[src/verilog/ir_decd_params.svh]
// width macros for the instruction register decode stage
// instruction word, register index, barrier type

`ifndef IR_DECD_PARAMS_SVH
`define IR_DECD_PARAMS_SVH

// instruction word
`define IR_INST_W 32

// register index in rs1, rs2, rd
`define IR_REG_W 5

// barrier type sent to the lsu
`define IR_BAR_W 4

`endif

[src/verilog/rv_inst_pkg.sv]
// RISC-V instruction encoding package
// instruction word union with standard and compressed views
// major opcode constants

`include "ir_decd_params.svh"

package rv_inst_pkg;

  // ==============================
  // instruction word views
  // ==============================
  typedef union packed {
    struct packed {
      logic [6:0]           funct7;
      logic [`IR_REG_W-1:0] rs2;
      logic [`IR_REG_W-1:0] rs1;
      logic [2:0]           funct3;
      logic [`IR_REG_W-1:0] rd;
      logic [6:0]           opcode;
    } std;
    struct packed {
      logic [15:0]          unused;   // upper half of a 32-bit slot
      logic [2:0]           c_funct3;
      logic                 c_bit12;
      logic [`IR_REG_W-1:0] c_rd;     // also rs1 for c.jr/c.jalr
      logic [`IR_REG_W-1:0] c_rs2;
      logic [1:0]           c_op;
    } cmp;
  } rv_inst_u;

  // ==============================
  // major opcodes
  // ==============================
  localparam logic [6:0] op_load     = 7'b0000011;
  localparam logic [6:0] op_load_fp  = 7'b0000111; // fp and vector loads
  localparam logic [6:0] op_store    = 7'b0100011;
  localparam logic [6:0] op_store_fp = 7'b0100111; // fp and vector stores
  localparam logic [6:0] op_amo      = 7'b0101111;
  localparam logic [6:0] op_custom0  = 7'b0001011; // vendor reg-offset ld/st
  localparam logic [6:0] op_branch   = 7'b1100011;
  localparam logic [6:0] op_jal      = 7'b1101111;
  localparam logic [6:0] op_jalr     = 7'b1100111;
  localparam logic [6:0] op_auipc    = 7'b0010111;
  localparam logic [6:0] op_misc_mem = 7'b0001111; // fence, fence.i
  localparam logic [6:0] op_fp       = 7'b1010011;
  localparam logic [6:0] op_v        = 7'b1010111;

endpackage

[src/verilog/ir_decd_pkg.sv]
// decode result package
// barrier type codes and vector funct3 categories

`include "ir_decd_params.svh"

package ir_decd_pkg;

  // ==============================
  // barrier types
  // ==============================
  localparam logic [`IR_BAR_W-1:0] bar_type_rw  = 4'b1010; // r/w ordering only
  localparam logic [`IR_BAR_W-1:0] bar_type_all = 4'b1111;

  // ==============================
  // vector funct3 categories
  // ==============================
  localparam logic [2:0] opivv = 3'b000;
  localparam logic [2:0] opfvv = 3'b001;
  localparam logic [2:0] opmvv = 3'b010;
  localparam logic [2:0] opivi = 3'b011;
  localparam logic [2:0] opivx = 3'b100;
  localparam logic [2:0] opfvf = 3'b101;
  localparam logic [2:0] opmvx = 3'b110;

endpackage

[src/verilog/ir_decd_if.sv]
// decoder flag bundle between the field decoders and the stage register
// one modport per decoder, pipe reads all

`include "ir_decd_params.svh"

interface ir_decd_if;

  // load/store decoder
  logic                 load, store, str, sync, bar;
  logic [`IR_BAR_W-1:0] bar_type;

  // branch decoder
  logic                 rts, pcall, pcfifo;

  // vector/fp decoder
  logic                 vec, fp, vdiv, mfvr, mtvr, vmul, vmla_short;
  logic                 vsetvl, vsetvli, unit_stride, vamo;

  modport lsu (output load, store, str, sync, bar, bar_type);

  modport bju (output rts, pcall, pcfifo);

  modport vfpu (
    output vec, fp, vdiv, mfvr, mtvr, vmul, vmla_short,
    output vsetvl, vsetvli, unit_stride, vamo
  );

  modport pipe (
    input load, store, str, sync, bar, bar_type,
    input rts, pcall, pcfifo,
    input vec, fp, vdiv, mfvr, mtvr, vmul, vmla_short,
    input vsetvl, vsetvli, unit_stride, vamo
  );

endinterface

[src/verilog/ir_decd_lsu.sv]
// load/store field decoder
// load, store, reg-offset store, sync, barrier and barrier type

module ir_decd_lsu
  import rv_inst_pkg::*;
  import ir_decd_pkg::*;
(
  input rv_inst_u inst,
  input logic     type_staddr, // amo issued as staddr
  input logic     type_vload,  // vector amo issued as load
  ir_decd_if.lsu  decd
);

  logic [6:0] opc;
  logic [2:0] f3;
  logic [4:0] f5;         // bits 31:27
  logic [4:0] c_key;      // c_funct3 and c_op
  logic [3:0] pred;
  logic [3:0] succ;
  logic       c_load;
  logic       c_store;
  logic       std_load;
  logic       std_store;
  logic       ro_load;
  logic       ro_store;
  logic       lr_sc;
  logic       is_lr;
  logic       is_sc;
  logic       amo_wd;
  logic       amo_as_ld;
  logic       fence;
  logic       fence_i;
  logic       sfence;
  logic       rw_only;

  assign opc   = inst.std.opcode;
  assign f3    = inst.std.funct3;
  assign f5    = inst.std.funct7[6:2];
  assign c_key = {inst.cmp.c_funct3, inst.cmp.c_op};

  // ==============================
  // loads and stores
  // ==============================
  assign c_load = (c_key inside {5'b001_00, 5'b010_00, 5'b011_00, 5'b001_10})
               || (c_key inside {5'b010_10, 5'b011_10})   // c.lwsp, c.ldsp
                  && (inst.cmp.c_rd != '0);
  assign c_store = c_key inside {5'b101_00, 5'b110_00, 5'b111_00,
                                 5'b101_10, 5'b110_10, 5'b111_10};

  assign std_load  = (opc == op_load) && (f3 != 3'b111)      // lb .. lwu
                  || (opc == op_load_fp) && (f3 != 3'b100);  // flh/flw/fld, vld
  assign std_store = (opc == op_store) && !f3[2]              // sb .. sd
                  || (opc == op_store_fp) && (f3 != 3'b100); // fsh/fsw/fsd, vst

  // vendor reg-offset forms, f5[1] picks the unsigned-index variant
  assign ro_load  = (opc == op_custom0) && (f3 == 3'b100) && !f5[0]
                    && (f5[4:2] != 3'b111)                    // lr*, lur*
                 || (opc == op_custom0) && (f3 == 3'b110) && !f5[0]
                    && (f5[4:3] == 2'b01);                    // flr*, flur*
  assign ro_store = (opc == op_custom0) && (f3 == 3'b101) && !f5[0]
                    && !f5[4]                                 // sr*, sur*
                 || (opc == op_custom0) && (f3 == 3'b111) && !f5[0]
                    && (f5[4:3] == 2'b01);                    // fsr*, fsur*

  // ==============================
  // atomics and fences
  // ==============================
  assign lr_sc  = (opc == op_amo) && (f3[2:1] == 2'b01);     // .w and .d
  assign is_lr  = lr_sc && (f5 == 5'b00010) && (inst.std.rs2 == '0);
  assign is_sc  = lr_sc && (f5 == 5'b00011);
  assign amo_wd = (opc == op_amo) && f3[1]                    // bit 14 free for vamo
               && (f5 inside {5'b00000, 5'b00001, 5'b00100, 5'b01100, 5'b01000,
                              5'b10000, 5'b10100, 5'b11000, 5'b11100});
  assign amo_as_ld = f3[2] ? type_vload : !type_staddr;

  assign fence   = (opc == op_misc_mem) && (f3 == 3'b000);
  assign fence_i = (opc == op_misc_mem) && (f3 == 3'b001);
  assign sfence  = (inst.std.funct7 == 7'b0001001) && (f3 == 3'b000)
                && (inst.std.rd == '0) && (opc == 7'b1110011);

  assign decd.load  = c_load || std_load || ro_load || is_lr || amo_wd && amo_as_ld;
  assign decd.store = c_store || std_store || ro_store || fence_i || sfence || is_sc
                   || amo_wd && !amo_as_ld;
  assign decd.str   = ro_store;
  assign decd.sync  = fence || fence_i || sfence || is_lr || is_sc || amo_wd;
  assign decd.bar   = fence;

  // ==============================
  // barrier type
  // ==============================
  // anything other than plain r/w ordering is treated as a full barrier
  // so the lsiq cannot deadlock on a partial one
  assign pred    = {inst.std.funct7[2:0], inst.std.rs2[4]};  // i, o, r, w
  assign succ    = inst.std.rs2[3:0];
  assign rw_only = (pred[1] || pred[0]) && !(pred[3] || pred[2])
                && (succ[1] || succ[0]) && !(succ[3] || succ[2]);
  assign decd.bar_type = rw_only ? bar_type_rw : bar_type_all;

endmodule

[src/verilog/ir_decd_bju.sv]
// branch field decoder
// return, call and pc fifo flags

`include "ir_decd_params.svh"

module ir_decd_bju
  import rv_inst_pkg::*;
(
  input rv_inst_u inst,
  ir_decd_if.bju  decd
);

  logic [5:0] c_key;   // c_funct3, c_bit12, c_op
  logic       c_jr;
  logic       c_jalr;
  logic       jal;
  logic       jalr;
  logic       branch;

  // x1 and x5 are the link registers
  function automatic logic is_link(input logic [`IR_REG_W-1:0] r);
    return (r == 5'd1) || (r == 5'd5);
  endfunction

  assign c_key  = {inst.cmp.c_funct3, inst.cmp.c_bit12, inst.cmp.c_op};
  assign c_jr   = (c_key == 6'b100_0_10) && (inst.cmp.c_rs2 == '0);
  assign c_jalr = (c_key == 6'b100_1_10) && (inst.cmp.c_rs2 == '0);
  assign jal    = inst.std.opcode == op_jal;
  assign jalr   = (inst.std.opcode == op_jalr) && (inst.std.funct3 == 3'b000);
  assign branch = (inst.std.opcode == op_branch)
               && !(inst.std.funct3 inside {3'b010, 3'b011});  // no such branches

  // ==============================
  // return stack
  // ==============================
  assign decd.rts   = c_jr && is_link(inst.cmp.c_rd)
                   || c_jalr && (inst.cmp.c_rd == 5'd5)
                   || jalr && is_link(inst.std.rs1) && (inst.std.rs1 != inst.std.rd);
  assign decd.pcall = c_jalr && (inst.cmp.c_rd != '0)
                   || (jal || jalr) && is_link(inst.std.rd);

  // ==============================
  // pc fifo
  // ==============================
  assign decd.pcfifo = ({inst.cmp.c_funct3, inst.cmp.c_op} inside {5'b101_01, 5'b110_01,
                                                                  5'b111_01})
                    || (c_jr || c_jalr) && (inst.cmp.c_rd != '0)
                    || jal || jalr || branch
                    || (inst.std.opcode == op_auipc)
                    || (inst.std.opcode == 7'b0011111);     // pseudo auipc

endmodule

[src/verilog/ir_decd_vfpu.sv]
// vector and floating point field decoder
// vec/fp class, divide, moves, multiply, short latency, vset*, vamo

module ir_decd_vfpu
  import rv_inst_pkg::*;
  import ir_decd_pkg::*;
(
  input rv_inst_u inst,
  ir_decd_if.vfpu decd
);

  logic [6:0] f7;
  logic [5:0] f6;        // bits 31:26
  logic [3:0] f4;        // bits 31:28
  logic [2:0] f3;
  logic       vec;
  logic       fp_op;
  logic       fmt_ok;    // s, d or h format
  logic       is_ivv, is_ivx, is_ivi;
  logic       is_mvv, is_mvx;
  logic       is_fvv, is_fvf;
  logic       is_iv;
  logic       is_mv;
  logic       vmul_norm, vmac_norm, vmul_wide, vmac_wide;
  logic       redu, narr_vsft, vcmp, permu;

  assign f7     = inst.std.funct7;
  assign f6     = f7[6:1];
  assign f4     = f7[6:3];
  assign f3     = inst.std.funct3;
  assign vec    = inst.std.opcode == op_v;
  assign fp_op  = inst.std.opcode == op_fp;
  assign fmt_ok = f7[1:0] != 2'b11;

  assign is_ivv = f3 == opivv;
  assign is_ivx = f3 == opivx;
  assign is_ivi = f3 == opivi;
  assign is_mvv = f3 == opmvv;
  assign is_mvx = f3 == opmvx;
  assign is_fvv = f3 == opfvv;
  assign is_fvf = f3 == opfvf;
  assign is_iv  = is_ivv || is_ivx || is_ivi;
  assign is_mv  = is_mvv || is_mvx;

  // ==============================
  // class and divide
  // ==============================
  assign decd.vec  = vec;
  assign decd.fp   = fp_op
                  || (inst.std.opcode[6:4] == 3'b100) && (inst.cmp.c_op == 2'b11); // fmadd..
  assign decd.vdiv = vec && ((f4 == 4'b1000) && is_mv                  // vdiv, vrem
                          || (f6 == 6'b100000) && (is_fvv || is_fvf)   // vfdiv
                          || (f6 == 6'b100001) && is_fvf               // vfrdiv
                          || (f6 == 6'b100011) && is_fvv && (inst.std.rs1 == '0));

  // ==============================
  // fp and vector moves
  // ==============================
  assign decd.mfvr = fp_op && (f7[6:2] == 5'b11100) && fmt_ok && (inst.std.rs2 == '0)
                     && (f3[2:1] == 2'b00)                      // fmv.x.*, fclass.*
                  || fp_op && (f7[6:2] == 5'b10100) && fmt_ok && (f3 != 3'b011)
                     && !f3[2]                                  // feq, flt, fle
                  || vec && (f7 == 7'b0011001) && is_mvv        // vext
                  || vec && (f7 == 7'b0010001) && (inst.std.rs1 == '0) && is_fvv;
  assign decd.mtvr = fp_op && (f7[6:2] == 5'b11110) && fmt_ok && (inst.std.rs2 == '0)
                     && (f3 == 3'b000)                          // fmv.*.x
                  || vec && (inst.std.rs2 == '0)
                     && ((f7 == 7'b0011011) && is_mvx           // vmv.s.x
                      || (f7 == 7'b0101111) && is_ivx           // vmv.v.x
                      || (f7 == 7'b0011001) && is_fvf);         // vfmv.s.f

  // ==============================
  // multiply and short latency
  // ==============================
  assign vmul_norm = (f6 == 6'b100111) && (is_ivv || is_ivx) || (f4 == 4'b1001) && is_mv;
  assign vmac_norm = (f6[5:3] == 3'b101) && f6[0] && is_mv;     // vmadd, vnmsub, vmacc..
  assign vmul_wide = ((f6 == 6'b111000) || (f6[5:1] == 5'b11101)) && is_mv;
  assign vmac_wide = (f4 == 4'b1111) && (is_ivv || is_ivx || is_mv);
  assign decd.vmul = vec && (vmul_norm || vmac_norm || vmul_wide || vmac_wide);

  assign redu      = (f6[5:1] == 5'b10011) && is_ivv || (f6[5:3] == 3'b000) && is_mvv;
  assign narr_vsft = (f4 == 4'b1011) && is_iv;                  // vnsrl, vnclip..
  assign vcmp      = (f6[5:3] == 3'b011) && is_iv;
  assign permu     = (f6 == 6'b001100) && is_iv                 // vrgather
                  || (f6[5:1] == 5'b00111) && (is_ivx || is_ivi || is_mvx)
                  || (f6 == 6'b010111) && is_mvv;               // vcompress
  assign decd.vmla_short = vec && (redu || narr_vsft || vcmp || permu);

  // ==============================
  // vset and memory hints
  // ==============================
  assign decd.vsetvli     = vec && (f3 == 3'b111) && !f7[6];
  assign decd.vsetvl      = vec && (f3 == 3'b111) && (f7 == 7'b1000000);
  assign decd.unit_stride = (f7[2:1] == 2'b00) && (f7[6:4] == 3'b000);
  assign decd.vamo        = (inst.std.opcode == op_amo) || (|f7[6:4]);

endmodule

[src/verilog/ir_decd_pipe.sv]
// decode stage register
// masks flags of invalid or illegal instructions, then holds them one cycle

`include "ir_decd_params.svh"

module ir_decd_pipe (
  input  logic                 forever_cpuclk,
  input  logic                 rst,
  input  logic                 inst_vld,
  input  logic                 illegal,     // id stage keeps the opcode
  ir_decd_if.pipe              decd,
  output logic                 load, store, str, sync, bar,
  output logic                 rts, pcall, pcfifo,
  output logic                 vec, fp, vdiv, mfvr, mtvr, vmul, vmla_short,
  output logic                 vsetvl, vsetvli, unit_stride, vamo,
  output logic [`IR_BAR_W-1:0] bar_type,
  output logic                 out_vld
);

  localparam int flag_n = 19;

  logic              keep;
  logic [flag_n-1:0] flag_in;
  logic [flag_n-1:0] flag_q;

  assign keep = inst_vld && !illegal;

  // ==============================
  // gate and register
  // ==============================
  assign flag_in = {decd.load, decd.store, decd.str, decd.sync, decd.bar,
                    decd.rts, decd.pcall, decd.pcfifo,
                    decd.vec, decd.fp, decd.vdiv, decd.mfvr, decd.mtvr,
                    decd.vmul, decd.vmla_short, decd.vsetvl, decd.vsetvli,
                    decd.unit_stride, decd.vamo} & {flag_n{keep}};

  always_ff @(posedge forever_cpuclk) begin
    if (rst) begin
      flag_q   <= '0;
      bar_type <= '0;
      out_vld  <= 1'b0;
    end else begin
      flag_q   <= flag_in;
      bar_type <= decd.bar_type & {`IR_BAR_W{keep}};
      out_vld  <= inst_vld;              // valid passes even when illegal
    end
  end

  assign {load, store, str, sync, bar,
          rts, pcall, pcfifo,
          vec, fp, vdiv, mfvr, mtvr,
          vmul, vmla_short, vsetvl, vsetvli,
          unit_stride, vamo} = flag_q;

endmodule

[src/verilog/ct_ir_decd.sv]
// instruction register decode stage top level
// three field decoders feeding one stage register

`include "ir_decd_params.svh"

module ct_ir_decd (
  input  logic                  forever_cpuclk,
  input  logic                  rst,
  input  logic                  inst_vld,
  input  logic [`IR_INST_W-1:0] inst,
  input  logic                  illegal,
  input  logic                  type_staddr,
  input  logic                  type_vload,
  output logic                  out_vld,
  output logic                  load, store, str, sync, bar,
  output logic [`IR_BAR_W-1:0]  bar_type,
  output logic                  rts, pcall, pcfifo,
  output logic                  vec, fp, vdiv, mfvr, mtvr, vmul, vmla_short,
  output logic                  vsetvl, vsetvli, unit_stride, vamo
);

  ir_decd_if decd ();

  // ==============================
  // field decoders
  // ==============================
  ir_decd_lsu u_lsu (
    .inst        (inst),
    .type_staddr (type_staddr),
    .type_vload  (type_vload),
    .decd        (decd.lsu)
  );

  ir_decd_bju u_bju (
    .inst (inst),
    .decd (decd.bju)
  );

  ir_decd_vfpu u_vfpu (
    .inst (inst),
    .decd (decd.vfpu)
  );

  // ==============================
  // stage register
  // ==============================
  ir_decd_pipe u_pipe (
    .forever_cpuclk (forever_cpuclk),
    .rst            (rst),
    .inst_vld       (inst_vld),
    .illegal        (illegal),
    .decd           (decd.pipe),
    .load           (load),
    .store          (store),
    .str            (str),
    .sync           (sync),
    .bar            (bar),
    .rts            (rts),
    .pcall          (pcall),
    .pcfifo         (pcfifo),
    .vec            (vec),
    .fp             (fp),
    .vdiv           (vdiv),
    .mfvr           (mfvr),
    .mtvr           (mtvr),
    .vmul           (vmul),
    .vmla_short     (vmla_short),
    .vsetvl         (vsetvl),
    .vsetvli        (vsetvli),
    .unit_stride    (unit_stride),
    .vamo           (vamo),
    .bar_type       (bar_type),
    .out_vld        (out_vld)
  );

endmodule

[config.mk]
export PLATFORM = sky130hd
export DESIGN_NAME = ct_ir_decd
export DESIGN_NICKNAME = d
export VERILOG_FILES = /design/src/verilog/rv_inst_pkg.sv /design/src/verilog/ir_decd_pkg.sv /design/src/verilog/ir_decd_if.sv /design/src/verilog/ir_decd_lsu.sv /design/src/verilog/ir_decd_bju.sv /design/src/verilog/ir_decd_vfpu.sv /design/src/verilog/ir_decd_pipe.sv /design/src/verilog/ct_ir_decd.sv
export VERILOG_INCLUDE_DIRS = /design/src /design/src/verilog
export SDC_FILE = /design/constraint.sdc
export NUM_CORES = 1
export LEC_CHECK = 0
export BUFFER_PORTS_ARGS = -buffer_cell sky130_fd_sc_hd__buf_2
export CAP_MARGIN = 20
export CORE_ASPECT_RATIO = 2
export CORE_MARGIN = 2
export CORE_UTILIZATION = 56
export DETAILED_ROUTE_END_ITERATION = 8
export PLACE_DENSITY = 0.93
export SYNTH_ARGS = -nofsm -noshare
export SYNTH_HDL_FRONTEND = slang
export SYNTH_HIERARCHICAL = 1
export SYNTH_SLANG_ARGS = --single-unit
[constraint.sdc]
create_clock -name forever_cpuclk -period 4.7 [get_ports forever_cpuclk]
set_clock_uncertainty 0.1 [all_clocks]
set_input_delay 0.47 -clock forever_cpuclk [delete_from_list [all_inputs] [get_ports forever_cpuclk]]
set_output_delay 0.47 -clock forever_cpuclk [all_outputs]
set_load 0.03 [all_outputs]
==> flow_summary.yaml <==
pwr:
  p_int_mw: 0.358
  power_mw: 0.497
  clockPowerShare_pct: 36.5
  power_frac_seq_pct: 41.5
  combPwrFrac_pct: 22.0
  p_sw_mw: 0.138
  power_density_nw_per_um2: 216
  switching_share_pct: 27.8
  ir_drop_mv: 0.222
  leakage_nw: 0.907
clocking:
  cts_setup_buffers: 0
  clock-root-buffer: "clkbuf_8"
  ctsHoldBuffers: 0
  htreeDepth: 1
  path_clk_slew_ps: 90
  clock-sinks: 24
  cts.path.max_buffers: 2
  cts_inserted_buffers: 3
  cts_tree: "built"
  cts_resized: 0
layout:
  nFillCells: 295
  final_cell_area_um2: 2300
  nets: 323
  syn_to_final_growth_pct: 14.8
  layout-drive-gt1-share_pct: 33.5
  diodes: 0
global_routing:
  grt_pass1_vias: 2103
  grt_max_degree: 29
  grt_antenna_before_repair: 0
  overflow: 0
  grt_pass1_wl_mm: 9.84
  grt_usage_pct: 31.8
synth:
  synth_edf_count: 0
  syn-cell-area_um2: 2000
  yosysSeqAreaShare_pct: 24.0
  async_reset_ff_share_pct: 0
  syn_inst: 238
  yosys_warnings: 6
  synth-main-ff-cell: "dfxtp_1"
  ys_types: 61
  synth-seq-cells: 24
  postSynthAreaPerCell_um2: 8.42
timing:
  rsz0062_at_grt: "no"
  setup_viol: 0
  fmax_mhz: 484
  period_share_pct: 43.9
  tns_ps: 0
  layout_setup_ws_ps: 2630
  hold_viol: 0
  max_slew_margin_pct: 61.3
  period_minus_slack_ps: 2070
  slew_viol_final: 0
  tightestPinTransition_ps: 576
setup_path:
  start_kind: "primary input"
  crit_fanout: 28
  crit_required_ps: 4820
  cp-end-kind: "flip-flop"
  critPathKind: "in -> reg"
  cp_data_arrival_time_ps: 2190
placed_design:
  pre_cts_ws_ps: 2420
  portBuffers: 61
  gp_congestion: 0.936
  dpl-instance-area_um2: 2230
  dp_hpwl_mm: 4.09
die:
  die_w_um: 46.3
  start_util_pct: 58.7
  die_area_um2: 4100
  row_count: 30
  die_h_um: 88.6
  num_io_pins: 62
  core_area_um2: 3420
flow_run:
  cap_violations: 0
drt:
  drt_iter0_markers: 178
  vias: 2308
  wirelength_mm: 6.08
  vias_per_cell: 6.95
  drc: 0
  wl_per_cell_um: 18.3
  final_antenna_net_count: 0
  dr.pass1.iters: 6
hold_path:
  hold_depth: 2
  hp-class: "in -> reg"
status:
  status: "finished clean"
## cell usage after synthesis, types with 2 or more instances
cell	number	area (um2)
nand4_1	9	56.3
or3_1	7	43.8
nand3b_1	6	45.0
and4b_1	2	20.0
buf_4	5	37.5
nor4_2	2	25.0
o21ai_1	2	10.0
or4_4	2	22.5
nand2_1	7	26.3
nand3_1	13	65.1
a21oi_1	8	40.0
nor4b_1	7	61.3
buf_6	6	67.6
or4_1	2	15.0
nand2b_1	6	37.5
o21ai_0	6	30.0
o211ai_1	2	15.0
a22oi_1	3	22.5
buf_2	4	20.0
nor2b_1	6	37.5
and3_1	2	12.5
or4b_1	3	30.0
nor3_1	14	70.1
nor4_1	5	31.3
a2111oi_0	2	17.5
nor2_1	17	63.8
nor4bb_1	4	40.0
clkbuf_1	5	18.8
dfxtp_1	24	480
and4bb_2	19	238
inv_1	7	26.3
mux2i_1	2	20.0
## power groups by stage
stage                     Combinational (mW)  Clock [mW]  Sequential [mW]
after CTS                              0.106       0.181            0.206
after detailed placement               0.105           0            0.211
after floorplan                       0.0597           0            0.216
final                                  0.109       0.181            0.206
after global routing                   0.118       0.188            0.206
after global placement                 0.102           0            0.211
## cell usage in the layout, fill, tap and decap left out, types with 5 or more instances in the layout
master / synthesis / routed
nor2b_1: 6 / 6
o21ai_0: 6 / 6
nand3_1: 13 / 13
nor4b_1: 7 / 7
nand2_1: 7 / 7
or3_1: 7 / 7
and4bb_2: 19 / 19
nor2_1: 17 / 17
nor4_1: 5 / 5
nand2b_1: 6 / 6
dfxtp_1: 24 / 24
nand3b_1: 6 / 6
nand4_1: 9 / 9
buf_2: 4 / 61
inv_1: 7 / 7
a21oi_1: 8 / 8
nor3_1: 14 / 14
## registers in the layout, summed over array words and instances (netlist names)
| name | count |
|---|---|
| u_pipe/flag_q | 19 |
| u_pipe/out_vld | 1 |
| u_pipe/bar_type | 4 |
## logic make-up (layout without fill, tap and decap cells)
logic type,count (synthesis),in the layout,synth area share [%]
xor gates and xnor gates,1,1,0.437
AOI/OAI and AO/OA,37,37,13.0
buffers and inverters,27,72,8.49
DFF,24,24,24.0
and+or+nand+nor,146,146,52.9
other,1,2,0.187
muxes,2,2,0.999
## final timing paths
path      from           endpoint  slack [ps]
max   inst[13]  u_pipe/flag_q[13]        2630
min        rst     u_pipe/out_vld         490
## through the flow
stage	utilization (%)	hold WS [ps]	instances
2_1_floorplan	-	448	239
3_3_place_gp	65.3	753	328
6_report	67.4	495	332
5_1_grt	67.4	535	332
4_1_cts	67.4	496	332
3_5_place_dp	65.3	778	328
## routing by layer
metal	wire length (um)	vias to the layer above	track usage, %
met4	322	0	17.9
li1	-	1010	-
met3	595	41	3.67
met2	3120	207	53.0
met1	2040	1050	37.4
met5	0	-	0
## cell type report
type	count	area, um2	area share [%]
multi-input cells	188	1360	59.0
flip-flops and latches	24	480	20.9
repair buffers	61	305	13.3
well taps	48	60.1	2.61
clock buffers	3	41.3	1.79
clock inverters	1	30.0	1.31
inverters	7	26.3	1.14
## critical path, stage by stage
cell and delay (ps):
buf_2 250, or4_1 570, nor4_1 410, nand3b_1 130
nand3_1 130, and4bb_2 210
No activity file was read; power rests on OpenSTA's default activity.
